**src/rtl/bus_watchdog.sv**
```systemverilog
`timescale 1ns/1ps
`default_nettype none

module bus_watchdog #(
    parameter int BUS_TIMEOUT = 64
) (
    input  logic        clk,
    input  logic        arst_n,
    input  logic        wb_cyc,
    input  logic        wb_ack,
    output logic        bus_error,
    output logic [31:0] cycle_count
);

    localparam int CNT_BITS = $clog2(BUS_TIMEOUT + 1);

    logic [CNT_BITS-1:0] wait_count;

    always_ff @(posedge clk or negedge arst_n) begin
        if (!arst_n) begin
            wait_count  <= '0;
            bus_error   <= 1'b0;
            cycle_count <= 32'd0;
        end else begin
            // wait states of the current cycle, cleared between cycles
            if (wb_cyc && !wb_ack) begin
                if (wait_count == CNT_BITS'(BUS_TIMEOUT - 1)) begin
                    // sticky until reset
                    bus_error <= 1'b1;
                end else begin
                    wait_count <= wait_count + 1'b1;
                end
            end else begin
                wait_count <= '0;
            end
            // run length, frozen at the timeout
            if (!bus_error) begin
                cycle_count <= cycle_count + 32'd1;
            end
        end
    end

endmodule

`default_nettype wire

```
**config.mk**
```make
export PLATFORM = sky130hd
export DESIGN_NAME = bus_watchdog
export DESIGN_NICKNAME = d
export VERILOG_FILES = /design/src/rtl/bus_watchdog.sv
export SDC_FILE = /design/constraint.sdc
export NUM_CORES = 1
export LEC_CHECK = 0
export ABC_AREA = 1
export BUFFER_PORTS_ARGS = -buffer_cell sky130_fd_sc_hd__buf_2
export CAP_MARGIN = 20
export CORE_ASPECT_RATIO = 0.9
export CORE_MARGIN = 4
export CORE_UTILIZATION = 46
export CTS_BUF_LIST = sky130_fd_sc_hd__clkbuf_4
export CTS_CLUSTER_DIAMETER = 30
export CTS_CLUSTER_SIZE = 14
export DETAILED_ROUTE_END_ITERATION = 8
export PLACE_DENSITY = 0.67
export SLEW_MARGIN = 20
export SYNTH_ARGS = -nofsm -noshare
export SYNTH_HDL_FRONTEND = slang
export SYNTH_SLANG_ARGS = --single-unit
```
**constraint.sdc**
```tcl
create_clock -name clk -period 3.6 [get_ports clk]
set_input_delay 1.08 -clock clk [delete_from_list [all_inputs] [get_ports clk]]
set_output_delay 1.08 -clock clk [all_outputs]
set_load 0.03 [all_outputs]
```
# Yosys cells after proc, flatten, opt, wreduce, memory -nomap -nowiden
# Index checks and enable logic that the tools add are counted.
[totals]
elab_cells = 12
ff_bits = 40
output_inout_bits = 33
inputBits = 4
[op_classes]
n_eq_ne = 2
addsub = 2
muxes = 2
n_reduce_logical = 3
[op_table]
columns = ["op", "n"]
rows = [
  ["32-bit by 1-bit adder with 32-bit output, second input constant", 1],
  ["7-bit 2-to-1 mux", 2],
  ["7-bit by 1-bit adder with 7-bit output, second input constant", 1],
  ["7-bit by 6-bit == test with 1-bit output, second input constant", 1],
  ["2-bit inequality test, second input constant", 1],
  ["2-bit AND reduction", 1],
  ["1-bit logical AND", 1],
  ["1-bit zero test", 1],
]

# Longest topological paths before layout
[depth]
word_depth = 3
mapped_depth = 8

# Least setup slack after synthesis
# OpenSTA, ideal clock, no wires.
[synth_path]
kind = "input to register"
from = "in wb_cyc"
to = "reg wait_count[0]"
setup_slack_ns = 1.791
n_path_buf = 0
setup_time_ns = 0.126
t_arrival_ns = 1.683
stages = 5
required_time_ns = 3.474
path_cell_list = "inv_1 > nor2_1 > nand2_1 > nand3_1 > o21ai_0"
[synth_between]
elab_chain_cells = 2
word_cells_on_any_way = 3
classes_between = "eq/ne (1); mux (1); reduce/logical (1)"
[synth_rtl]
columns = ["element", "line", "source"]
rows = [
  ["start, declared", "9", "input logic wb_cyc,"],
  ["1-bit logical AND *", "26", "if (wb_cyc && !wb_ack) begin"],
  ["2-bit inequality test (no source line) or 7-bit 2-to-1 mux (tied branches)", "n/a", ""],
  ["end signal, assigned", "31", "wait_count <= wait_count + 1'b1;"],
  ["end, declared", "17", "logic [CNT_BITS-1:0] wait_count;"],
]
# Mark *: on every way between the ends. The rest lies on a longest branch, timed or not.
# A chain may end at the register's enable or synchronous reset.

# Final worst setup path
[layout_path]
from = "reg bus_error"
to = "out bus_error"
[layout_lines]
columns = ["element", "line", "source"]
rows = [
  ["start, declared", "11", "output logic bus_error,"],
  ["start signal, assigned", "22", "bus_error <= 1'b0;"],
  ["start signal, assigned", "29", "bus_error <= 1'b1;"],
]
# No word-level cell between the ends.

==> results.cfg <==
[outcome]
outcome = finished, final reports clean

[synthesis]
syn-instance-count = 302
yosys_warning_count = 0
mappedNetlistNets = 308
proportion_of_synthesized_chip_area_in_sequential_cells_pct = 43.3
synth-seq-cells = 40
netlist-cell-type-count = 22
synth.cell_area_sq_um = 2310
synthesis.area_per_instance_sq_um = 7.66

[sta]
tmin_final_ns = 2.15
number_of_hold_slack_violations_in_the_final_timing_report = 0
worst_hold_slack_ns = 0.529
max_slew.worst_pin.slew_ns = 0.903
finalSetupViolCount = 0
final_min_period_over_clock_period_pct = 59.7
finalMaxSlewViolations = 0
fmax_mhz = 465
timing.setup.tns_ns = 0
maxSlewHeadroom_pct = 39.8
fin_worst_skew_ns = 0.0136
grt_setup_unrepaired = no

[critical_path]
critical-path-top-delay-family = flip-flops
critical_path_sink_type = primary output
cp.required_ns = 2.52
slowest_delay_ns = 0.49
timing.critical_path.arrival_ns = 1.07
critical-path-slowest-cell = sky130_fd_sc_hd__dfrtp_1
crit_chain = buf_2
cp_launch_type = flop
worstPathMaxFanout = 6
criticalPathCategory = flop to primary output
critPathBufInv = 1

[floorplanning]
core_sq_um = 4860
placement_rows = 24
die_y_microns = 75.3
num_io_pins = 37
floorplan.initialDensity_pct = 47.5
design.die.area_sq_um = 6230
fp.dieW_microns = 82.7

[pwr]
clock_power_share_pct = 31.2
power.switching_fraction_pct = 22.9
max-vdd-ir-drop_uv = 141
share_comb_of_total_power_pct = 2.1
p_leak_uw = 0.00143
power_switching_uw = 155
power.sequential.fraction_pct = 66.7
power_per_cell_area_nw_per_um2 = 258
cell_internal_pwr_uw = 521

[clocking]
clock_sink_count = 40
cts_setup_buffers = 0
worst_setup_hold_path_clk_slew_ns = 0.11
post_cts_resized = 0
clockRootBuffer = sky130_fd_sc_hd__clkbuf_4
holdBufCountCts = 0
h-tree-depth = 2
number_of_buffers_on_the_longest_clock_path = 2
tritoncts_clock_tree = yes
clock_insertion_delay_worst_skew_ns = 0.34
cts_inserted_buffers = 5

[route]
post-route-drc-count = 0
dr.pass1.iters = 6
route.top_layer_used = met4
met1_length_mm = 2.45
dr_total_vias = 1960
drt-vias-per-instance = 4.78
detail_route.wirelength_mm = 4.94
detailroute.wirelength.met2_mm = 2.25
wl_per_cell_microns = 12.0
drtIter0Drc = 94
met3_length_microns = 163
ant_nets = 0

[worst_hold_path]
min-delay-path-class = flop to flop

[final_layout]
area_growth_syn_to_layout_pct = 13.3
antenna-diode-count = 0
finished_layout_cell_area_sq_um = 2620
total_nets_final = 351
share_of_final_layout_standard_cells_stronger_than_drive_strength_1_pct = 19.4
filler_cells = 509
final_common_cell = sky130_fd_sc_hd__nand2_1
layout.cells.most_common_list = sky130_fd_sc_hd__nand2_1 (93), sky130_fd_sc_hd__inv_1 (47), sky130_fd_sc_hd__dfrtp_1 (40)

[placement]
detailed_place_hpwl_mm = 3.81
dpl_cell_area_sq_um = 2570
portBuffers = 36
routabilityCongestion = 0.823

[global_route]
grt_remaining_overflow = 0
grt_first_pass_wirelength_mm = 8.68
grt_max_degree = 41
first_global_vias = 1905
grt_util_all_layers_pct = 18.2
grt_antenna_before_repair = 0

[flow_run]
drv.max_cap_violation_count = 0
[synthesized netlist by cell type]
| library cell | instances | area share (%) |
|---|---|---|
| sky130_fd_sc_hd__nand4_1 | 15 | 4.1 |
| sky130_fd_sc_hd__inv_1 | 47 | 7.6 |
| sky130_fd_sc_hd__nand2_1 | 93 | 15 |
| sky130_fd_sc_hd__nor3_1 | 1 | 0.22 |
| sky130_fd_sc_hd__a41oi_1 | 1 | 0.38 |
| sky130_fd_sc_hd__xnor2_1 | 8 | 3.0 |
| sky130_fd_sc_hd__nor2_4 | 7 | 3.4 |
| sky130_fd_sc_hd__nand3_4 | 1 | 0.76 |
| sky130_fd_sc_hd__a21oi_1 | 3 | 0.65 |
| sky130_fd_sc_hd__nor3_2 | 1 | 0.43 |
| sky130_fd_sc_hd__nand2_2 | 4 | 1.1 |
| sky130_fd_sc_hd__nand3_2 | 4 | 1.7 |
| sky130_fd_sc_hd__xor2_1 | 8 | 3.0 |
| sky130_fd_sc_hd__o21ai_0 | 3 | 0.65 |
| sky130_fd_sc_hd__nor2_1 | 33 | 5.4 |
| sky130_fd_sc_hd__nand3b_1 | 5 | 1.6 |
| sky130_fd_sc_hd__nor2_2 | 6 | 1.6 |
| sky130_fd_sc_hd__ha_1 | 2 | 1.1 |
| sky130_fd_sc_hd__dfrtp_1 | 40 | 43 |
| sky130_fd_sc_hd__inv_2 | 2 | 0.32 |
| sky130_fd_sc_hd__nor2_8 | 1 | 0.87 |
| sky130_fd_sc_hd__nand3_1 | 17 | 3.7 |
[registers in the layout, indices dropped and copies added, names as in the netlist]
name         count
cycle_count     32
wait_count       7
bus_error        1
[power by group through the flow]
stage          clock network (uW)  registers (uW)  logic (uW)
6_report                      211             451        14.0
5_1_grt                       240             451        17.2
4_1_cts                       222             451        15.1
3_5_place_dp                    0             460        14.9
3_3_place_gp                    0             460        14.5
2_1_floorplan                   0             460        3.26
[through the flow]
step	util (%)	cells	total power (uW)	setup slack, ns
6_report	53.8	410	676	1.45
5_1_grt	53.8	410	709	1.38
4_1_cts	53.8	410	688	1.43
3_5_place_dp	52.9	403	475	1.51
3_3_place_gp	52.9	403	474	1.56
2_1_floorplan	-	302	463	1.79
[path summary, 6_finish.rpt]
kind | from | to | slack [ns] | cells past startpoint
setup / recovery | bus_error$_DFFE_PN0P_ | bus_error | 1.45 | 1
hold / removal | wait_count[3]$_DFFE_PN0N_ | wait_count[3]$_DFFE_PN0N_ | 0.53 | 1
setup reg to reg | cycle_count[0]$_DFFE_PN0N_ | cycle_count[14]$_DFFE_PN0N_ | 2.04 | 7
hold reg to reg | wait_count[3]$_DFFE_PN0N_ | wait_count[3]$_DFFE_PN0N_ | 0.53 | 1
max in group asynchronous | arst_n | cycle_count[18]$_DFFE_PN0N_ | 2.18 | 1
min in group asynchronous | arst_n | cycle_count[17]$_DFFE_PN0N_ | 0.86 | 1
[per-layer routing]
| layer | up-vias | track usage [%] |
|---|---|---|
| li1 | 1028 | - |
| met1 | 897 | 25.0 |
| met2 | 28 | 29.2 |
| met3 | 7 | 3.83 |
| met4 | 0 | 5.26 |
| met5 | - | 0 |
[cell type report]
type,count,area (sq um),share of cell area (%)
clock inverter,2,7.51,0.287
tap,65,81.3,3.11
sequential,40,1000,38.2
timing repair buffer,36,180,6.88
clock buffer,5,37.5,1.43
multi-input combinational,213,1130,43.0
inverter,49,184,7.02
[kinds of logic (layout without fill, tap and decap cells)]
| family | Yosys count | in the layout | synth area share, % |
|---|---|---|---|
| AOI/OAI and AO/OA | 7 | 7 | 1.68 |
| xor gates and xnor gates | 16 | 16 | 6.06 |
| adders and majority gates | 2 | 2 | 1.08 |
| buffers and inverters | 49 | 92 | 7.95 |
| DFF | 40 | 40 | 43.3 |
| and+or+nand+nor | 188 | 188 | 39.9 |
Power figures use the tool's default switching activity.
