File: config.mk
export PLATFORM = sky130hd
export DESIGN_NAME = cpu_control_fsm
export DESIGN_NICKNAME = d
export VERILOG_FILES = /design/src/rtl/mips_pkg.sv /design/src/rtl/cpu_control_fsm.sv
export SDC_FILE = /design/constraint.sdc
export NUM_CORES = 1
export LEC_CHECK = 0
export ABC_AREA = 1
export BUFFER_PORTS_ARGS = -buffer_cell sky130_fd_sc_hd__buf_4
export CORE_AREA = 2 2 39 41
export CTS_CLUSTER_DIAMETER = 40
export DETAILED_ROUTE_END_ITERATION = 16
export DIE_AREA = 0 0 41 43
export GPL_TIMING_DRIVEN = 0
export PLACE_DENSITY = 0.65
export SKIP_LAST_GASP = 1
export SLEW_MARGIN = 40
export SYNTH_ARGS = -nofsm -noshare
export SYNTH_HDL_FRONTEND = slang
export SYNTH_SLANG_ARGS = --single-unit
File: constraint.sdc
create_clock -name clk -period 1.3 [get_ports clk]
set_input_delay 0.13 -clock clk [delete_from_list [all_inputs] [get_ports clk]]
set_output_delay 0.13 -clock clk [all_outputs]
set_load 0.02 [all_outputs]
File: src/rtl/mips_pkg.sv
`default_nettype none

package mips_pkg;

    // primary opcode field, instruction bits 31:26
    // only the subset needed by the lwl self-test decodes
    typedef enum logic [5:0] {
        OP_SPECIAL = 6'b000000,
        OP_ADDIU   = 6'b001001,
        OP_LWL     = 6'b100010,
        OP_LW      = 6'b100011,
        OP_SW      = 6'b101011
    } opcode_t;

    // funct field of special (r-type) words, bits 5:0
    typedef enum logic [5:0] {
        FN_JR = 6'b001000
    } funct_t;

    // multicycle sequencer states
    typedef enum logic [2:0] {
        ST_FETCH,
        ST_EXEC,
        ST_MEM,
        ST_WB,
        ST_HALT
    } cpu_state_t;

    // first fetch address after reset (kseg1 boot rom)
    localparam logic [31:0] RESET_VECTOR = 32'hBFC0_0000;

    // register indices
    localparam logic [4:0] REG_ZERO = 5'd0;
    localparam logic [4:0] REG_V0   = 5'd2;

endpackage

`default_nettype wire
File: src/rtl/cpu_control_fsm.sv
`timescale 1ns/1ps
`default_nettype none

module cpu_control_fsm (
    input  logic              clk,
    input  logic              arst_n,
    input  mips_pkg::opcode_t opcode,
    input  mips_pkg::funct_t  funct,
    input  logic              mem_done,
    input  logic              bus_error,
    input  logic              jump_pending_zero,
    output logic              ir_load,
    output logic              pc_advance,
    output logic              reg_write,
    output logic              reg_write_sel,
    output logic              mem_start,
    output logic              mem_write,
    output logic              halted
);

    mips_pkg::cpu_state_t state;
    mips_pkg::cpu_state_t state_next;
    mips_pkg::cpu_state_t done_state;

    logic is_load;
    logic is_store;
    logic is_imm;
    logic is_jump;

    // instruction classes
    assign is_load  = (opcode == mips_pkg::OP_LW) || (opcode == mips_pkg::OP_LWL);
    assign is_store = (opcode == mips_pkg::OP_SW);
    assign is_imm   = (opcode == mips_pkg::OP_ADDIU);
    assign is_jump  = (opcode == mips_pkg::OP_SPECIAL) && (funct == mips_pkg::FN_JR);

    // where an instruction goes when it retires
    // a pending jr to 0 stops the core once its delay slot is done
    assign done_state = jump_pending_zero ? mips_pkg::ST_HALT : mips_pkg::ST_FETCH;

    always_comb begin
        ir_load       = 1'b0;
        pc_advance    = 1'b0;
        reg_write     = 1'b0;
        reg_write_sel = 1'b0;
        mem_start     = 1'b0;
        mem_write     = 1'b0;
        state_next    = state;
        case (state)
            mips_pkg::ST_FETCH: begin
                ir_load    = 1'b1;
                state_next = mips_pkg::ST_EXEC;
            end
            mips_pkg::ST_EXEC: begin
                if (is_load || is_store) begin
                    mem_start  = 1'b1;
                    mem_write  = is_store;
                    state_next = mips_pkg::ST_MEM;
                end else begin
                    // addiu writes rt here, jr and nop just retire
                    pc_advance = 1'b1;
                    reg_write  = is_imm;
                    // a jr always runs its own delay slot first
                    state_next = is_jump ? mips_pkg::ST_FETCH : done_state;
                end
            end
            mips_pkg::ST_MEM: begin
                // stretched here by bus wait states
                if (mem_done) begin
                    if (is_store) begin
                        pc_advance = 1'b1;
                        state_next = done_state;
                    end else begin
                        state_next = mips_pkg::ST_WB;
                    end
                end
            end
            mips_pkg::ST_WB: begin
                reg_write     = 1'b1;
                reg_write_sel = 1'b1;
                pc_advance    = 1'b1;
                state_next    = done_state;
            end
            default: begin
                state_next = mips_pkg::ST_HALT;
            end
        endcase
        // bus timeout kills the instruction in flight
        if (bus_error) begin
            reg_write  = 1'b0;
            mem_start  = 1'b0;
            pc_advance = 1'b0;
            state_next = mips_pkg::ST_HALT;
        end
    end

    // halted is held high through reset, so active rises on the first edge
    always_ff @(posedge clk or negedge arst_n) begin
        if (!arst_n) begin
            state  <= mips_pkg::ST_FETCH;
            halted <= 1'b1;
        end else begin
            state  <= state_next;
            halted <= (state_next == mips_pkg::ST_HALT);
        end
    end

endmodule

`default_nettype wire

======== Word-level counts from Yosys, hierarchy flattened ========
Index checks and enable logic that the tools add are counted.
operators by class
  muxes and demuxes ....................... 22
  equality and inequality tests ........... 9
  reduce and logical (&&, ||, !) cells .... 5
operators with widths
  cell                                                                    count
  6-bit equality test (second input constant)                             3
  3-bit 2-to-1 mux                                                        6
  1-bit 2-to-1 mux                                                        13
  6-bit by 4-bit equality test with 1-bit output (second input constant)  2
  3-bit case mux with 4 select lines                                      1
  3-bit by 2-bit equality test with 1-bit output (second input constant)  2
  6-bit zero test                                                         1
  3-bit by 1-bit equality test with 1-bit output (second input constant)  1
  3-bit equality test (second input constant)                             1
  3-bit zero test                                                         1
  1-bit case mux with 3 select lines                                      1
  1-bit logical OR                                                        2
  1-bit case mux with 2 select lines                                      1
  1-bit logical AND                                                       1
word-level totals
  input bits .............................. 17
  bits in registers ....................... 4

======== Depth between registers and ports, before layout ========
Gate-level depths: netlist (run 1).
  word-level depth ........................ 7
  mapped depth ............................ 9

======== Worst setup path before layout (run 1) ========
Ideal clock, no wire load.
  kind .................................... reg2out
  from .................................... reg state[2]
  to ...................................... out reg_write
  path buffers ............................ 0
  setup slack ............................. -0.015 ns
  stages on the path, launching flop included .. 4
  required time ........................... 1.170 ns
  data arrival time ....................... 1.185 ns
  cell sequence ........................... dfrtp_1 nor3_4 inv_2 a21oi_1
on the way
  word-level cells in the longest chain between the ends .. 3
  elaborated cells on any way between the ends .. 4
  classes of those cells .................. 2 x eq/ne; 2 x mux
RTL lines
  what                                                                                                                     line                    RTL
  start: declaration                                                                                                       cpu_control_fsm.sv:21   mips_pkg::cpu_state_t state;
  start signal: assignment                                                                                                 cpu_control_fsm.sv:99   state <= mips_pkg::ST_FETCH;
  start signal: assignment                                                                                                 cpu_control_fsm.sv:102  state <= state_next;
  3-bit by 2-bit equality test with 1-bit output / 3-bit by 1-bit equality test with 1-bit output (equally long branches)  cpu_control_fsm.sv:48   case (state)
  1-bit case mux with 2 select lines *                                                                                     cpu_control_fsm.sv:48
  1-bit 2-to-1 mux *                                                                                                       cpu_control_fsm.sv:88   if (bus_error) begin
  end: declaration                                                                                                         cpu_control_fsm.sv:14   output logic reg_write,
Every way passes the cells marked *; elsewhere a longest branch is shown, timed or not.

======== Worst setup path after layout (run 1) ========
  from .................................... reg state[2]
  to ...................................... out pc_advance
on the way
  word-level cells in the longest chain between the ends .. 3
  elaborated cells on any way between the ends .. 5
  classes of those cells .................. 3 x eq/ne; 2 x mux
RTL lines
  what                                                                                                                     line                   RTL
  3-bit by 2-bit equality test with 1-bit output / 3-bit by 1-bit equality test with 1-bit output (equally long branches)  cpu_control_fsm.sv:48
  1-bit case mux with 3 select lines *                                                                                     cpu_control_fsm.sv:48
  1-bit 2-to-1 mux *                                                                                                       cpu_control_fsm.sv:88
  end: declaration                                                                                                         cpu_control_fsm.sv:13  output logic pc_advance,
Marked as above.

==> results of run 1 <==
## layer usage
| layer | vias to the layer above | global-route usage |
|---|---|---|
| li1 | 241 | - |
| met1 | 195 | 0.146 |
| met2 | 10 | 0.206 |
| met3 | 2 | 0.0681 |
| met4 | 0 | 0.0533 |
| met5 | - | 0 |
## cell usage after synthesis, drive strengths merged
library cell | number | area (um^2)
a21oi | 5 | 25.0
nor2 | 13 | 51.3
dfrtp | 3 | 75.1
nor4 | 1 | 6.26
inv | 15 | 56.3
nand3 | 6 | 35.0
dfstp | 1 | 26.3
o21ai | 1 | 5.00
nor3 | 1 | 16.3
nand2 | 12 | 47.6
o21bai | 1 | 7.51
## what timing repair did
action / 4_1_cts / 5_1_grt
endpoints found under the setup margin: 4 / 5
resized for setup: 4 / 3
pin swaps: 0 / 3
hold buffers: 1 / 0
setup buffers: 2 / 2
hold endpoints to repair: 4 / 0
## layout make-up
type                            instances  share of cell area
Timing Repair Buffer                   28               0.343
Multi-Input combinational cell         40               0.331
Inverter                               15              0.0893
Clock buffer                            4              0.0417
Sequential cell                         4               0.163
Tap cell                               16              0.0317
## logic make-up (layout without fill, tap and decap cells)
kind of cell,Yosys count,count (layout),synth area share
AOI/OAI and AO/OA,7,7,0.107
and+or+nand+nor,33,33,0.445
buffers and inverters,15,47,0.160
DFF,4,4,0.288
## flip-flops by register name (all words and copies together) (netlist names)
signal	cells
state	3
halted	1
## worst max-delay path, delay by kind of cell, from the launching register on
kind	cells	cell delay (ns)
DFF	1	0.43
and+or+nand+nor	4	0.36
buffers and inverters	3	0.27
AOI/OAI and AO/OA	1	0.06
## stage by stage
step | cells | area [um^2] | setup WS, ns | setup TNS, ns | hold slack, ns
4_1_cts | 105 | 609 | -0.167 | -0.407 | 0.103
3_5_place_dp | 98 | 548 | 0.0584 | 0 | -0.0723
3_3_place_gp | 98 | 548 | 0.0568 | 0 | -0.0725
6_report | 107 | 631 | -0.195 | -0.470 | 0.104
2_1_floorplan | 59 | 355 | 0.0664 | 0 | -0.166
5_1_grt | 107 | 631 | -0.290 | -0.917 | 0.113
## where the power goes
part / total, W / switching (W) / internal (W)
Sequential: 0.000125 / 0.0000000000000000000931 / 0.000125
Combinational: 0.0000621 / 0.0000240 / 0.0000380
Clock: 0.000176 / 0.0000607 / 0.000116
Total: 0.000364 / 0.0000847 / 0.000279
## cell usage in the layout (no fill, tap or decap), types with 2 or more instances in the layout
| cell | count |
|---|---|
| buf_4 | 26 |
| nor2_1 | 12 |
| inv_1 | 10 |
| nand2_1 | 10 |
| inv_2 | 5 |
| nand3_1 | 4 |
| a21oi_1 | 3 |
| clkbuf_4 | 3 |
| nand2_2 | 2 |
| nand3_2 | 2 |
| a21oi_2 | 2 |
| dfrtp_1 | 2 |
## path summary, 6_finish.rpt
kind / from / endpoint / slack, ns / cells past startpoint
worst min-delay path: jump_pending_zero / state[2]$_DFF_PN0_ / 0.10 / 3
worst max-delay path: state[2]$_DFF_PN0_ / pc_advance / -0.19 / 8
min in group asynchronous: arst_n / state[0]$_DFF_PN0_ / 0.25 / 2
worst max register to register: state[2]$_DFF_PN0_ / state[2]$_DFF_PN0_ / 0.16 / 9
worst min register to register: state[2]$_DFF_PN0_ / state[2]$_DFF_PN0_ / 0.60 / 2
max in group asynchronous: arst_n / halted$_DFF_PN1_ / 0.84 / 2
==> flow_summary.ini, run 1 <==
[die]
start_util = 0.254
pin_count = 24
die_y_um = 43
die-area_um2 = 1760
coreArea_um2 = 1380
die_w_um = 41
placementRows = 14

[critical_path]
end_kind = output port
criticalPathCategory = reg2out
cpPeakStageDelay_ns = 0.43
slowest_stage = dfrtp_2
cp.arrival_ns = 1.36
path_cells = inv_2 > nand3_2 > nor2_2 > nand2_1 > nand2_2 > o21ai_1 > inv_1 > buf_6
cp.required_ns = 1.17
critPathMaxFanout = 4
startpoint_type = flop

[cells_and_area]
fin_nets = 109
fillCellCount = 140
diodes = 0
finalCoreUtilization = 0.456
register_area_um2 = 103
multi_input_area_um2 = 209
area_growth_pct = 79.4
drive_above_1_share = 0.495

[sta]
period_minus_slack_ns = 1.49
slew_violations = 0
fmax_ghz = 0.669
hold_viol = 0
slew_headroom = 0.843
tightest_slew_ns = 0.233
worst_slack_ns = -0.195
finClkSkew_ns = 0.0113
setup_violations = 4
rsz0062_at_grt = yes
fin_crit_sh = 1.15

[grt]
antenna_found_initial = 0
grt_pass1_vias = 427
grt_max_degree = 5
grt_overflow_total = 0
grt_pass1_wl_um = 1580
grt_usage = 0.133

[yosys]
synth_area_um2 = 352
avgSynthCellArea_um2 = 5.96
ys_types = 15
yosysWarnings = 0
postSynthCellCount = 59
yosysSeqAreaShare = 0.288
synth-seq-cells = 4
syn-num-nets = 76

[power_and_ir_drop]
finalPower_w = 0.000364
power-per-cell-area_nw_per_um2 = 577
peakVddDrop_mv = 0.551
p_leak_nw = 0.342

[route]
ant_nets = 0
met1_length_um = 371
num_vias = 448
met3_length_um = 46
totalWireLength_um = 964
wl_per_cell_um = 9.01
routed.top_layer = met4
dr_wl_met2_um = 535
via_per_inst = 4.19
drcViolationCount = 0
drtIter0Drc = 3
drt-pass1-iter-count = 3

[min_path]
hold_path.class = in2reg

[clock_tree]
cts_max_level = 1
tritoncts = done
insertion_delay_ns = 0.25
root_buffer = clkbuf_4
clk_pin_slew_worst_paths_ns = 0.03
ctsLongestPathBuffers = 2
numClockSinks = 4
numCtsBuffers = 3

[place]
hpwl_um = 729
gp_congestion = 0.730
io_buffers = 23

[outcome]
status = complete, but fails checks
violations = setup timing

[flow_run]
max_cap_viol_count = 0
Power figures use the tool's default switching activity.
==> inputs of run 2 (changes only) <==
- ABC_AREA: 1 -> unset
- PLACE_DENSITY: 0.65 -> 0.64
==> flow_summary.ini, run 2 <==
[power_and_ir_drop]
comb_power_share = 0.185
swShare = 0.235
p_int_w = 0.000281
seqPwrFrac = 0.340
switching_power_w = 0.0000866
peakVddDrop_mv = 0.267
power-per-cell-area_nw_per_um2 = 543
p_leak_nw = 0.278
p_clk_frac = 0.474

[place]
io_buffers = 23
dp_cells = 77
pre_cts_ws_ns = -0.0978
gp_congestion = 0.801
dpl_cell_area_um2 = 547
hpwl_um = 781

[critical_path]
cp.arrival_ns = 1.24
rrSetupSlack_ns = 0.09
criticalPathCategory = reg2out
cp.required_ns = 1.17
critPathMaxFanout = 6
r2r_end = halted$_DFF_PN1_
r2r_cells = 5
r2r_start = state[1]$_DFF_PN0_
startpoint_type = flop
end_kind = output port

[route]
drt-pass1-iter-count = 4
totalWireLength_um = 1090
drtIter0Drc = 4
ant_nets = 0
via_per_inst = 5.17
wl_per_cell_um = 12.4
num_vias = 455
drcViolationCount = 0

[grt]
grt_usage = 0.140
grt_max_degree = 9
grt_overflow_total = 0
grt_pass1_wl_um = 1660
grt_pass1_vias = 405
antenna_found_initial = 0

[cells_and_area]
drive_above_1_share = 0.667
final_cell_mix = buf_4, clkbuf_4
largest_reg_flops = 3
area_growth_pct = 97.4
fin_nets = 90
final_common_cell = buf_4
diodes = 0
post-route-cell-area_um2 = 677
fillCellCount = 138
regMostFlops = state
largest_registers = state: 3 flops, halted: 1 flops
final_cells = 88

[yosys]
ys.flop_type = dfrtp_1
syn-num-nets = 55
postSynthCellCount = 38
ys_types = 26
ys_async_sr_fraction = 1.00
synth_common_cells = dfrtp_1, nor3_1
synthDominantCellAreaShare = 0.219
yosysSeqAreaShare = 0.296
yosysWarnings = 0
synth_area_um2 = 343
synth-seq-cells = 4
netlist_top_cells_area = dfrtp_1, dfstp_2, a221o_1
avgSynthCellArea_um2 = 9.02
synth_area_leader_cell = dfrtp_1
synth_edf_count = 0

[min_path]
whs_endpoint = state[0]$_DFF_PN0_
hold_path.class = in2reg
worstHoldPathCells = 2
hold_start = bus_error

[sta]
finClkSkew_ns = 0.00344
slew_headroom = 0.770
rsz0062_at_grt = yes
fin_crit_sh = 1.05
hold_viol = 0
period_minus_slack_ns = 1.37
fmax_ghz = 0.732
slew_violations = 0
worst_slack_ns = -0.0657
setup_violations = 4
tightest_slew_ns = 0.344

[die]
die_y_um = 43
pin_count = 24
coreArea_um2 = 1380
start_util = 0.248
placementRows = 14
die_w_um = 41
die-area_um2 = 1760

[clock_tree]
clk_pin_slew_worst_paths_ns = 0.04
tritoncts = done
cts_max_level = 1
root_buffer = clkbuf_4
ctsLongestPathBuffers = 2
numClockSinks = 4
insertion_delay_ns = 0.24
numCtsBuffers = 3

[outcome]
violations = setup timing
status = complete, but fails checks

[flow_run]
max_cap_viol_count = 0
-- run 2: cell families after synthesis --
group                  Yosys count  synth area share
flip-flops                       4             0.296
buffers and inverters            3            0.0365
AO/OA/AOI/OAI                   11             0.266
AND/OR/NAND/NOR                 20             0.401
-- run 2: how the worst max path moves through the flow --
stage | startpoint | end | cells past startpoint
after floorplan | state[2]$_DFF_PN0_ | reg_write | 2
after global placement | state[1]$_DFF_PN0_ | pc_advance | 5
after detailed placement | state[1]$_DFF_PN0_ | pc_advance | 5
after CTS | state[1]$_DFF_PN0_ | pc_advance | 5
after global routing | state[2]$_DFF_PN0_ | mem_write | 3
final | state[1]$_DFF_PN0_ | ir_load | 4
-- run 2: final cells by class --
| type | count | area (um^2) | area share |
|---|---|---|---|
| Timing Repair Buffer | 30 | 235 | 0.348 |
| Tap cell | 16 | 20.0 | 0.0296 |
| Buffer | 1 | 15.0 | 0.0222 |
| Sequential cell | 4 | 103 | 0.152 |
| Multi-Input combinational cell | 31 | 270 | 0.399 |
| Inverter | 2 | 7.51 | 0.0111 |
| Clock buffer | 4 | 26.3 | 0.0388 |
-- run 2: worst max-delay path, stage by stage, from the launching register on --
cell and delay (ns):
dfrtp_1 0.38, buf_8 0.13, buf_4 0.13, nor3_1 0.19
buf_4 0.17
-- run 2: power groups by stage --
| stage | clock network (W) | logic (W) | registers (W) |
|---|---|---|---|
| final | 0.000175 | 0.0000682 | 0.000125 |
| after global routing | 0.000188 | 0.0000730 | 0.000125 |
| after CTS | 0.000183 | 0.0000672 | 0.000125 |
| after detailed placement | 0 | 0.0000644 | 0.000127 |
| after global placement | 0 | 0.0000631 | 0.000127 |
| after floorplan | 0 | 0.0000136 | 0.000127 |
-- run 2: metrics by stage --
stage	power [W]	util	hold slack [ns]	TNS [ns]
after detailed placement	0.000191	0.395	-0.0719	-0.0978
after global routing	0.000386	0.489	0.0665	-0.588
after global placement	0.000190	0.395	-0.0738	-0.0882
after CTS	0.000375	0.476	0.0668	-0.285
after floorplan	0.000140	-	-0.166	0
final	0.000368	0.489	0.0768	-0.229
-- run 2: timing repair --
| item | 4_1_cts | 5_1_grt |
|---|---|---|
| gates resized for setup | 11 | 4 |
| pin swaps | 3 | 3 |
| hold endpoints to repair | 4 | 0 |
| hold buffers | 1 | 0 |
| buffers inserted | 6 | 0 |
| setup endpoints to repair | 5 | 7 |
-- run 2: per-layer routing --
layer  global-route usage  vias up  part of all wire
met5                    0        -                 0
li1                     -      224                 -
met3               0.0314        2             0.071
met1                0.184      212              0.44
met2                0.209       17              0.48
met4               0.0600        0             0.011
