## config.mk

```make
export PLATFORM = sky130hd
export DESIGN_NAME = mips_datapath
export DESIGN_NICKNAME = d
export VERILOG_FILES = /design/src/rtl/mips_pkg.sv /design/src/rtl/mips_datapath.sv /design/src/rtl/load_store_unit.sv /design/src/rtl/reg_file.sv
export SDC_FILE = /design/constraint.sdc
export NUM_CORES = 2
export LEC_CHECK = 0
export ABC_CLOCK_PERIOD_IN_PS = 4800
export BUFFER_PORTS_ARGS = -buffer_cell sky130_fd_sc_hd__buf_2
export CORE_ASPECT_RATIO = 0.75
export CORE_MARGIN = 3
export CORE_UTILIZATION = 59
export CTS_BUF_LIST = sky130_fd_sc_hd__clkbuf_8
export DETAILED_ROUTE_END_ITERATION = 6
export PLACE_DENSITY = 0.79
export REMOVE_ABC_BUFFERS = 1
export SLEW_MARGIN = 15
export SYNTH_ARGS = -nofsm -noshare
export SYNTH_HDL_FRONTEND = slang
export SYNTH_HIERARCHICAL = 1
export SYNTH_SLANG_ARGS = --single-unit
```

## constraint.sdc

```tcl
create_clock -name clk -period 4.8 [get_ports clk]
set_input_delay 0.48 -clock clk [delete_from_list [all_inputs] [get_ports clk]]
set_output_delay 0.48 -clock clk [all_outputs]
set_load 0.01 [all_outputs]
```

## src/rtl/mips_pkg.sv

```systemverilog
`default_nettype none

package mips_pkg;

    // primary opcode field, instruction bits 31:26
    // only the subset needed by the lwl self-test decodes
    typedef enum logic [5:0] {
        OP_SPECIAL = 6'b000000,
        OP_ADDIU   = 6'b001001,
        OP_LWL     = 6'b100010,
        OP_LW      = 6'b100011,
        OP_SW      = 6'b101011
    } opcode_t;

    // funct field of special (r-type) words, bits 5:0
    typedef enum logic [5:0] {
        FN_JR = 6'b001000
    } funct_t;

    // multicycle sequencer states
    typedef enum logic [2:0] {
        ST_FETCH,
        ST_EXEC,
        ST_MEM,
        ST_WB,
        ST_HALT
    } cpu_state_t;

    // first fetch address after reset (kseg1 boot rom)
    localparam logic [31:0] RESET_VECTOR = 32'hBFC0_0000;

    // register indices
    localparam logic [4:0] REG_ZERO = 5'd0;
    localparam logic [4:0] REG_V0   = 5'd2;

endpackage

`default_nettype wire
```

## src/rtl/mips_datapath.sv

```systemverilog
`timescale 1ns/1ps
`default_nettype none

module mips_datapath (
    input  logic              clk,
    input  logic              arst_n,
    input  logic              ir_load,
    input  logic              pc_advance,
    input  logic              reg_write,
    input  logic              reg_write_sel,
    input  logic              mem_start,
    input  logic              mem_write,
    input  logic              halted,
    input  logic [31:0]       instr_readdata,
    output logic [31:0]       instr_address,
    output mips_pkg::opcode_t opcode,
    output mips_pkg::funct_t  funct,
    output logic              jump_pending_zero,
    output logic              wb_cyc,
    output logic              wb_stb,
    output logic              wb_we,
    output logic [31:0]       wb_adr,
    output logic [31:0]       wb_dat_w,
    output logic [3:0]        wb_sel,
    input  logic [31:0]       wb_dat_r,
    input  logic              wb_ack,
    output logic              mem_done,
    output logic [31:0]       register_v0
);

    logic [31:0] pc;
    logic [31:0] ir;
    logic [31:0] jump_target;
    logic        jump_pending;
    logic [31:0] rs_data;
    logic [31:0] rt_data;
    logic [31:0] imm_sext;
    logic [31:0] addiu_sum;
    logic [31:0] wr_data;
    logic [31:0] load_result;
    logic        is_jr;
    logic        is_lwl;
    logic        lsu_cyc;
    logic        lsu_stb;

    assign instr_address = pc;
    assign opcode        = mips_pkg::opcode_t'(ir[31:26]);
    assign funct         = mips_pkg::funct_t'(ir[5:0]);
    assign is_jr         = (opcode == mips_pkg::OP_SPECIAL) && (funct == mips_pkg::FN_JR);
    assign is_lwl        = (opcode == mips_pkg::OP_LWL);

    // addiu: rs plus sign-extended immediate
    assign imm_sext  = {{16{ir[15]}}, ir[15:0]};
    assign addiu_sum = rs_data + imm_sext;
    assign wr_data   = reg_write_sel ? load_result : addiu_sum;

    // jr 0 is the program's end marker
    assign jump_pending_zero = jump_pending && (jump_target == 32'd0);

    // pc moves when an instruction retires
    // a jr arms the target, the delay slot's retirement takes it
    always_ff @(posedge clk or negedge arst_n) begin
        if (!arst_n) begin
            pc           <= mips_pkg::RESET_VECTOR;
            ir           <= 32'd0;
            jump_pending <= 1'b0;
        end else begin
            if (ir_load) begin
                ir <= instr_readdata;
            end
            if (pc_advance) begin
                pc           <= jump_pending ? jump_target : pc + 32'd4;
                jump_pending <= is_jr;
            end
        end
    end

    always_ff @(posedge clk) begin
        if (pc_advance && is_jr) begin
            jump_target <= rs_data;
        end
    end

    reg_file u_reg_file (
        .clk         (clk),
        .arst_n      (arst_n),
        .rs_addr     (ir[25:21]),
        .rt_addr     (ir[20:16]),
        .wr_addr     (ir[20:16]),
        .wr_en       (reg_write),
        .wr_data     (wr_data),
        .rs_data     (rs_data),
        .rt_data     (rt_data),
        .register_v0 (register_v0)
    );

    load_store_unit u_lsu (
        .clk         (clk),
        .arst_n      (arst_n),
        .mem_start   (mem_start),
        .mem_write   (mem_write),
        .is_lwl      (is_lwl),
        .base        (rs_data),
        .offset      (ir[15:0]),
        .rt_old      (rt_data),
        .wb_cyc      (lsu_cyc),
        .wb_stb      (lsu_stb),
        .wb_we       (wb_we),
        .wb_adr      (wb_adr),
        .wb_dat_w    (wb_dat_w),
        .wb_sel      (wb_sel),
        .wb_dat_r    (wb_dat_r),
        .wb_ack      (wb_ack),
        .mem_done    (mem_done),
        .load_result (load_result)
    );

    // a halted core abandons a timed-out cycle
    assign wb_cyc = lsu_cyc && !halted;
    assign wb_stb = lsu_stb && !halted;

endmodule

`default_nettype wire

```

## src/rtl/load_store_unit.sv

```systemverilog
`timescale 1ns/1ps
`default_nettype none

module load_store_unit (
    input  logic        clk,
    input  logic        arst_n,
    input  logic        mem_start,
    input  logic        mem_write,
    input  logic        is_lwl,
    input  logic [31:0] base,
    input  logic [15:0] offset,
    input  logic [31:0] rt_old,
    output logic        wb_cyc,
    output logic        wb_stb,
    output logic        wb_we,
    output logic [31:0] wb_adr,
    output logic [31:0] wb_dat_w,
    output logic [3:0]  wb_sel,
    input  logic [31:0] wb_dat_r,
    input  logic        wb_ack,
    output logic        mem_done,
    output logic [31:0] load_result
);

    logic [31:0] eff_addr;
    logic [1:0]  byte_off;
    logic        lwl_q;
    logic [31:0] rdata_q;
    logic        cyc_q;

    assign eff_addr = base + {{16{offset[15]}}, offset};

    // cyc and stb rise together and drop on the edge after ack
    always_ff @(posedge clk or negedge arst_n) begin
        if (!arst_n) begin
            cyc_q <= 1'b0;
            wb_we <= 1'b0;
        end else if (mem_start) begin
            cyc_q <= 1'b1;
            wb_we <= mem_write;
        end else if (cyc_q && wb_ack) begin
            cyc_q <= 1'b0;
            wb_we <= 1'b0;
        end
    end

    // address and store data held for the whole cycle
    always_ff @(posedge clk) begin
        if (mem_start) begin
            wb_adr   <= {eff_addr[31:2], 2'b00};
            wb_dat_w <= rt_old;
            byte_off <= eff_addr[1:0];
            lwl_q    <= is_lwl;
        end
        if (cyc_q && wb_ack) begin
            rdata_q <= wb_dat_r;
        end
    end

    assign wb_cyc   = cyc_q;
    assign wb_stb   = cyc_q;
    // whole words only
    assign wb_sel   = 4'b1111;
    assign mem_done = cyc_q && wb_ack;

    // big-endian lwl
    // word shifted up by 8k bits, low 8k bits kept from rt
    always_comb begin
        if (!lwl_q) begin
            load_result = rdata_q;
        end else begin
            case (byte_off)
                2'd0:    load_result = rdata_q;
                2'd1:    load_result = {rdata_q[23:0], rt_old[7:0]};
                2'd2:    load_result = {rdata_q[15:0], rt_old[15:0]};
                default: load_result = {rdata_q[7:0], rt_old[23:0]};
            endcase
        end
    end

endmodule

`default_nettype wire

```

## src/rtl/reg_file.sv

```systemverilog
`timescale 1ns/1ps
`default_nettype none

module reg_file (
    input  logic        clk,
    input  logic        arst_n,
    input  logic [4:0]  rs_addr,
    input  logic [4:0]  rt_addr,
    input  logic [4:0]  wr_addr,
    input  logic        wr_en,
    input  logic [31:0] wr_data,
    output logic [31:0] rs_data,
    output logic [31:0] rt_data,
    output logic [31:0] register_v0
);

    logic [31:0] regs [0:31];

    always_ff @(posedge clk or negedge arst_n) begin
        if (!arst_n) begin
            for (int i = 0; i < 32; i++) begin
                regs[i] <= 32'd0;
            end
        end else if (wr_en && (wr_addr != mips_pkg::REG_ZERO)) begin
            // r0 never leaves zero
            regs[wr_addr] <= wr_data;
        end
    end

    // asynchronous read ports
    assign rs_data = regs[rs_addr];
    assign rt_data = regs[rt_addr];

    // v0 brought out for observation
    assign register_v0 = regs[mips_pkg::REG_V0];

endmodule

`default_nettype wire

```

# After elaboration in Yosys (flattened, before gate mapping)
# Cells that the tools add are included.
# W data, S select, Z words.
[word_totals] out_inout_bits=149 regBits=1220 inputBits=74 elab_cells=83
[op_classes] reduce_logical=13 mux=16 n_eq_ne=4 add_sub_neg=2 bitwise=2 magnitude_cmp=3
[ops] cell="$bwmux W1024" n=1
[ops] cell="$bmux W32 S5" n=2
[ops] cell="$mux W32" n=8
[ops] cell="$demux W32 S5" n=1
[ops] cell="$pmux W32 S3" n=1
[ops] cell="$add A32 B3 Y32 const B" n=1
[ops] cell="$add A32 B32 Y32" n=1
[ops] cell="$logic_not A32 Y1" n=1
[ops] cell="$ge A6 B6 Y1 const B" n=2
[ops] cell="$not A5 Y6" n=2
[ops] cell="$logic_and A1 B1 Y1" n=7
[ops] cell="$eq A6 B4 Y1 const B" n=1
[ops] cell="$eq A6 B6 Y1 const B" n=1
[ops] cell="$logic_not A6 Y1" n=1
[ops] cell="$lt A6 B1 Y1 const B" n=1
[ops] cell="$reduce_bool A5 Y1" n=1
[ops] cell="$mux W1" n=3
[ops] cell="$eq A2 B1 Y1 const B" n=1
[ops] cell="$eq A2 B2 Y1 const B" n=1
[ops] cell="$logic_not A2 Y1" n=1
[ops] cell="$reduce_bool A2 Y1" n=1
[ops] cell="$logic_not A1 Y1" n=1

# Logic depth before layout (Yosys ltp)
[logic_depth] ltp_word=8 ltp_mapped=20

# Hierarchy
# The synthesis kept the hierarchy.
[by_module_without_submodules] mod="reg_file" area_per_inst_um2=56182.6 seq_area_each_um2=25624.6 n_inst=1 cells_each=4633
[by_module_without_submodules] mod="mips_datapath" area_per_inst_um2=6327.3 seq_area_each_um2=2598.7 n_inst=1 cells_each=670
[by_module_without_submodules] mod="load_store_unit" area_per_inst_um2=5784.3 seq_area_each_um2=2962.8 n_inst=1 cells_each=524

# Worst setup path before layout
# No wires, ideal clock.
[synth_timing] kind="register to register" startpoint="reg ir[2]" endpoint="reg jump_target[0], enable pin" required_time_ns=4.296 path_slack_ns=0.062 path_buffers=0 arrival_time_ns=4.234 path_stages_with_launch=3 cell_sequence="dfrtp_1 > or4b_2 > nor4_1"
[synth_via] elab_chain_len=3
[synth_lines] element="from (decl)" line_no="mips_datapath.sv:32" rtl="logic [31:0] ir;"
[synth_lines] element="from (signal assigned)" line_no="mips_datapath.sv:69" rtl="ir <= instr_readdata;"
[synth_lines] element="$eq A6 B4 Y1" line_no="mips_datapath.sv:49" rtl="assign is_jr = (opcode == mips_pkg::OP_SPECIAL) && (funct == mips_pkg::FN_JR);"
[synth_lines] element="$logic_and A1 B1 Y1" line_no="mips_datapath.sv:49"
[synth_lines] element="$logic_and A1 B1 Y1" line_no="mips_datapath.sv:79" rtl="if (pc_advance && is_jr) begin"
[synth_lines] element="to (signal assigned)" line_no="mips_datapath.sv:80" rtl="jump_target <= rs_data;"
[synth_lines] element="to (decl)" line_no="mips_datapath.sv:33" rtl="logic [31:0] jump_target;"
# Every way passes these cells.
# A chain may end at the register's enable or synchronous reset.

# Final worst setup path
[layout_timing] startpoint="reg ir[22]" endpoint="reg u_reg_file/regs[670] (netlist name)"
[layout_via] elab_chain_len=7
[layout_lines] element="$not A5 Y6 (not written as such)" line_no="reg_file.sv:31" rtl="assign rs_data = regs[rs_addr];"
[layout_lines] element="$bmux W32 S5" line_no="reg_file.sv:31"
[layout_lines] element="$mux W32 (not written as such) (2 in a row)" line_no="reg_file.sv:31"
[layout_lines] element="via rs_data[4]" line_no="mips_datapath.sv:35" rtl="logic [31:0] rs_data;"
[layout_lines] element="$add A32 B32 Y32" line_no="mips_datapath.sv:54" rtl="assign addiu_sum = rs_data + imm_sext;"
[layout_lines] element="$mux W32" line_no="mips_datapath.sv:55" rtl="assign wr_data = reg_write_sel ? load_result : addiu_sum;"
[layout_lines] element="via wr_data[30]" line_no="mips_datapath.sv:39" rtl="logic [31:0] wr_data;"
[layout_lines] element="$bwmux W1024" line_no="reg_file.sv:26" rtl="regs[wr_addr] <= wr_data;"
[layout_lines] element="to (signal, indexed assignment)" line_no="reg_file.sv:26"
[layout_lines] element="to (decl)" line_no="reg_file.sv:17" rtl="logic [31:0] regs [0:31];"
# The timed path passes the listed nets, and every way through them passes these cells. The select of a mux whose other input is x is not followed.

==> key figures <==
Cells and area
  – Nets@finish: slightly above 6000
  – Layout cell share with drive strength beyond 1: 0.318
  – Area growth from synthesis to layout: 12.4%

Place
  – Port Buf Inserts: 216
  – Post-Place Setup Slack: 131 ps
  – DP HPWL: 145 mm
  – GPL Wtd Cong: 0.991

STA
  – Setup violations, final: 0
  – Final Hold Vio Count: 0
  – Clock skew: 59.9 ps
  – Setup slack after layout: ~110 ps
  – Worst-Margin Slew: 1220 ps
  – Minimum clock period: about 4700 ps
  – Max-slew violation count: 0
  – Tcrit/Tclk final: 0.978
  – Peak Freq: 213 MHz
  – Rel. slew slack: 0.188
  – Hold_ws: 168 ps

Logic synthesis
  – Post-Synth Adder-Cell Area: 0.0121
  – Synth area leader: dfrtp_1
  – Async SR Flop Fraction: 0.894
  – Synth Flop Type: dfrtp_1
  – Post-Synth XOR/XNOR Area: 0.00705
  – Synth Cell Area: just under 70000 um2
  – Largest family of logic cells by synthesized area: multiplexers
  – Post-Synth Simple-Gate Area: 0.0584
  – Yosys warns: 6
  – Sequential share of the synthesized area: 0.457
  – Post-synth EDFFs: 129
  – Mux cell area share after synthesis: 0.325
  – Synth cell types: 83
  – Post-synth top area share: 0.396
  – Mapped Cells: 5827
  – Area contributors post-synth: dfrtp_1 (40%), mux2_2 (17%), mux2i_1 (15%)
  – Post-synthesis compound-gate area fraction: 0.0933
  – Synth Register Bits: 1220
  – Average size of a mapped cell: 11.7 um2

Clocking
  – CTS tree: done
  – Largest buffer count on any clock path: 3
  – Num Clock Sinks: 1220
  – Worst skew pair latency: around 960 ps
  – CTS buffer count: 189
  – Reg clk slew, reported paths: approximately 70 ps
  – CTS root buffer: clkbuf_8
  – H-tree depth: 4

Drt
  – DR vias/cell: between 6 and 7
  – Drt total wl: 234 mm
  – ANT nets after route: 0
  – DR vias: 52900
  – Initial DRC Count: about 7400
  – Max layer used: met5
  – DR DRC count: 9
  – Met1 Routed Length: 90.7 mm
  – TritonRoute pass-1 iters: 7
  – Routed wire per std cell: 30.3 um
  – Met3 wire len: about 32 mm
  – WL met2: 97.2 mm

GRT
  – GRT Total Usage: 0.384
  – Gr ovfl total: 0
  – Vias in the first global route: ~53000
  – First-pass GRT wire length: between 300 and 400 mm
  – Antenna violations before repair: 12
  – Largest net degree at the start of global routing: around 150

Worst setup path
  – Cells along the critical path: buf_12 -> buf_12 -> mux2i_1 -> a22o_1 -> nor3_1 -> a31oi_1 -> nand3_2 -> ha_2 -> a21oi_4 -> o211ai_2 -> and3b_1 -> o311a_1 -> o2111ai_2 -> nand2_1 -> a2111oi_4 -> nor3_4 -> buf_12 -> mux2_2
  – Most used cell, CP: buf_12
  – Crit. Startpoint: ir[22]
  – Crit. End Element: register
  – Setup crit start kind: register
  – R2r startpoint: ir[22]
  – Critical path class: reg -> reg
  – CP max stage delay: 450 ps
  – CP required: 5610 ps
  – Worst path slowest cell: dfrtp_4
  – CP Data Arrival Time: 5500 ps
  – Max FO, Critical Path: 31

Floorplan
  – Area of the core: 114000 um2
  – Top-Level Pins: around 220
  – Chip Height: 301 um
  – Die area: 120000 um2
  – Row count: 107
  – Initial Utilization: 0.598
  – Die X: 399 um

Pwr
  – PwrDens: 569 nW/um2
  – Total power: ~44 mW
  – Leakage: 36.1 nW
  – Maximum VDD drop: 0.000414 V

Min path
  – Min-Delay Path Class: in -> reg
  – HP Start: pc_advance

Status
  – Status: finished with violations
  – Failing checks: design-rule violations

Flow run
  – MaxCap Viol Count: 0
[routing by layer]
metal / GRT usage / vias up
li1: - / 22000
met1: 0.516 / 26600
met2: 0.536 / 3547
met3: 0.143 / 808
met4: 0.211 / 12
met5: 0 / -
[cell families after synthesis]
group,after synthesis
AOI/OAI and AO/OA,971
xor gates and xnor gates,55
adders and majority gates,65
buffers and inverters,610
DFF,1220
muxes,2080
other,2
and+or+nand+nor,824
[flip-flops by register name (all words and copies together) (netlist names)]
| name | cells |
|---|---|
| instr_address | 32 |
| ir | 32 |
| jump_pending | 1 |
| jump_target | 32 |
| u_lsu/byte_off | 2 |
| u_lsu/lwl_q | 1 |
| u_lsu/rdata_q | 32 |
| u_lsu/wb_adr | 30 |
| u_lsu/wb_cyc | 1 |
| u_lsu/wb_dat_w | 32 |
| u_lsu/wb_we | 1 |
| u_reg_file/register_v0 | 32 |
| u_reg_file/regs | 992 |
[power breakdown]
part / switching (mW) / total [mW] / leakage, nW / internal [mW]
Combinational: 8.27 / 15.9 / 18.6 / 7.65
Clock: 4.42 / 9.44 / 2.31 / 5.02
Sequential: 3.56 / 18.3 / 15.3 / 14.8
Total: 16.3 / 43.7 / 36.1 / 27.4
[cell usage in the layout, fill, tap and decap left out, types with 30 or more instances in the layout]
| cell type | synthesis | final |
|---|---|---|
| dfrtp_1 | 1082 | 1078 |
| inv_1 | 26 | 82 |
| a31oi_1 | 72 | 70 |
| clkbuf_8 | 0 | 230 |
| dlygate4sd3_1 | 0 | 67 |
| o21ai_0 | 108 | 83 |
| o22ai_1 | 33 | 33 |
| buf_4 | 116 | 243 |
| a21oi_1 | 327 | 325 |
| buf_2 | 120 | 214 |
| clkinv_2 | 0 | 30 |
| edfxtp_1 | 129 | 129 |
| buf_12 | 0 | 77 |
| xnor2_1 | 31 | 31 |
| nor3_1 | 80 | 79 |
| mux2_1 | 39 | 39 |
| mux2i_1 | 1029 | 1028 |
| nand2_1 | 321 | 304 |
| nand3_1 | 229 | 222 |
| a22oi_1 | 196 | 196 |
| a22o_1 | 134 | 134 |
| mux2_2 | 1008 | 1008 |
| nor2_1 | 68 | 66 |
| ha_1 | 63 | 60 |
[cells in the mapped netlist (116+ instances only)]
library cell  instances
a21oi_1             327
a22o_1              134
a22oi_1             196
buf_2               120
buf_4               116
clkbuf_1            262
dfrtp_1            1082
edfxtp_1            129
mux2_2             1008
mux2i_1            1029
nand2_1             321
nand3_1             229
[worst paths after layout]
| path | end | slack [ps] | depth (start not counted) |
|---|---|---|---|
| setup / recovery | u_reg_file/regs[670] | 110 | 18 |
| hold / removal | instr_address[24] | 170 | 3 |
| setup reg to reg | u_reg_file/regs[670] | 110 | 18 |
| hold reg to reg | u_reg_file/regs[1006] | 400 | 0 |
| max in group asynchronous | ir[17] | 3110 | 3 |
| min in group asynchronous | u_reg_file/regs[338] | 230 | 2 |
[final cells by class]
type                            count  area [um2]
Fill cell                        8273       37400
Multi-Input combinational cell   4001       34200
Sequential cell                  1220       31200
Timing Repair Buffer              609        5280
Clock buffer                      230        3170
Tap cell                         1526        1910
Clock inverter                    118         911
Inverter                           26        97.6
Antenna cell                        9        22.5
[per-stage QoR]
stage,util,area (um2),setup TNS [ps],cells
final,0.672,76800,0,7739
after global routing,0.672,76700,-10.3,7732
after CTS,0.670,76500,0,7723
after detailed placement,0.629,71800,0,7308
after global placement,0.629,71800,0,7308
after floorplan,-,65200,-,5247
[what timing repair did]
item                       CTS  global route
hold buffers                67             0
buffers inserted             0             5
setup endpoints to repair    0           347
hold endpoints to repair   153             0
resized for setup            0            24
[critical path: cells and delay by family, from the launching register on]
kind	cells	cell delay (ps)
flops	1	450
mux	2	530
compound gates	7	1710
buf+inv	3	610
simple gates	5	830
fa+ha+maj	1	380
(Power assumes the default switching activity.)
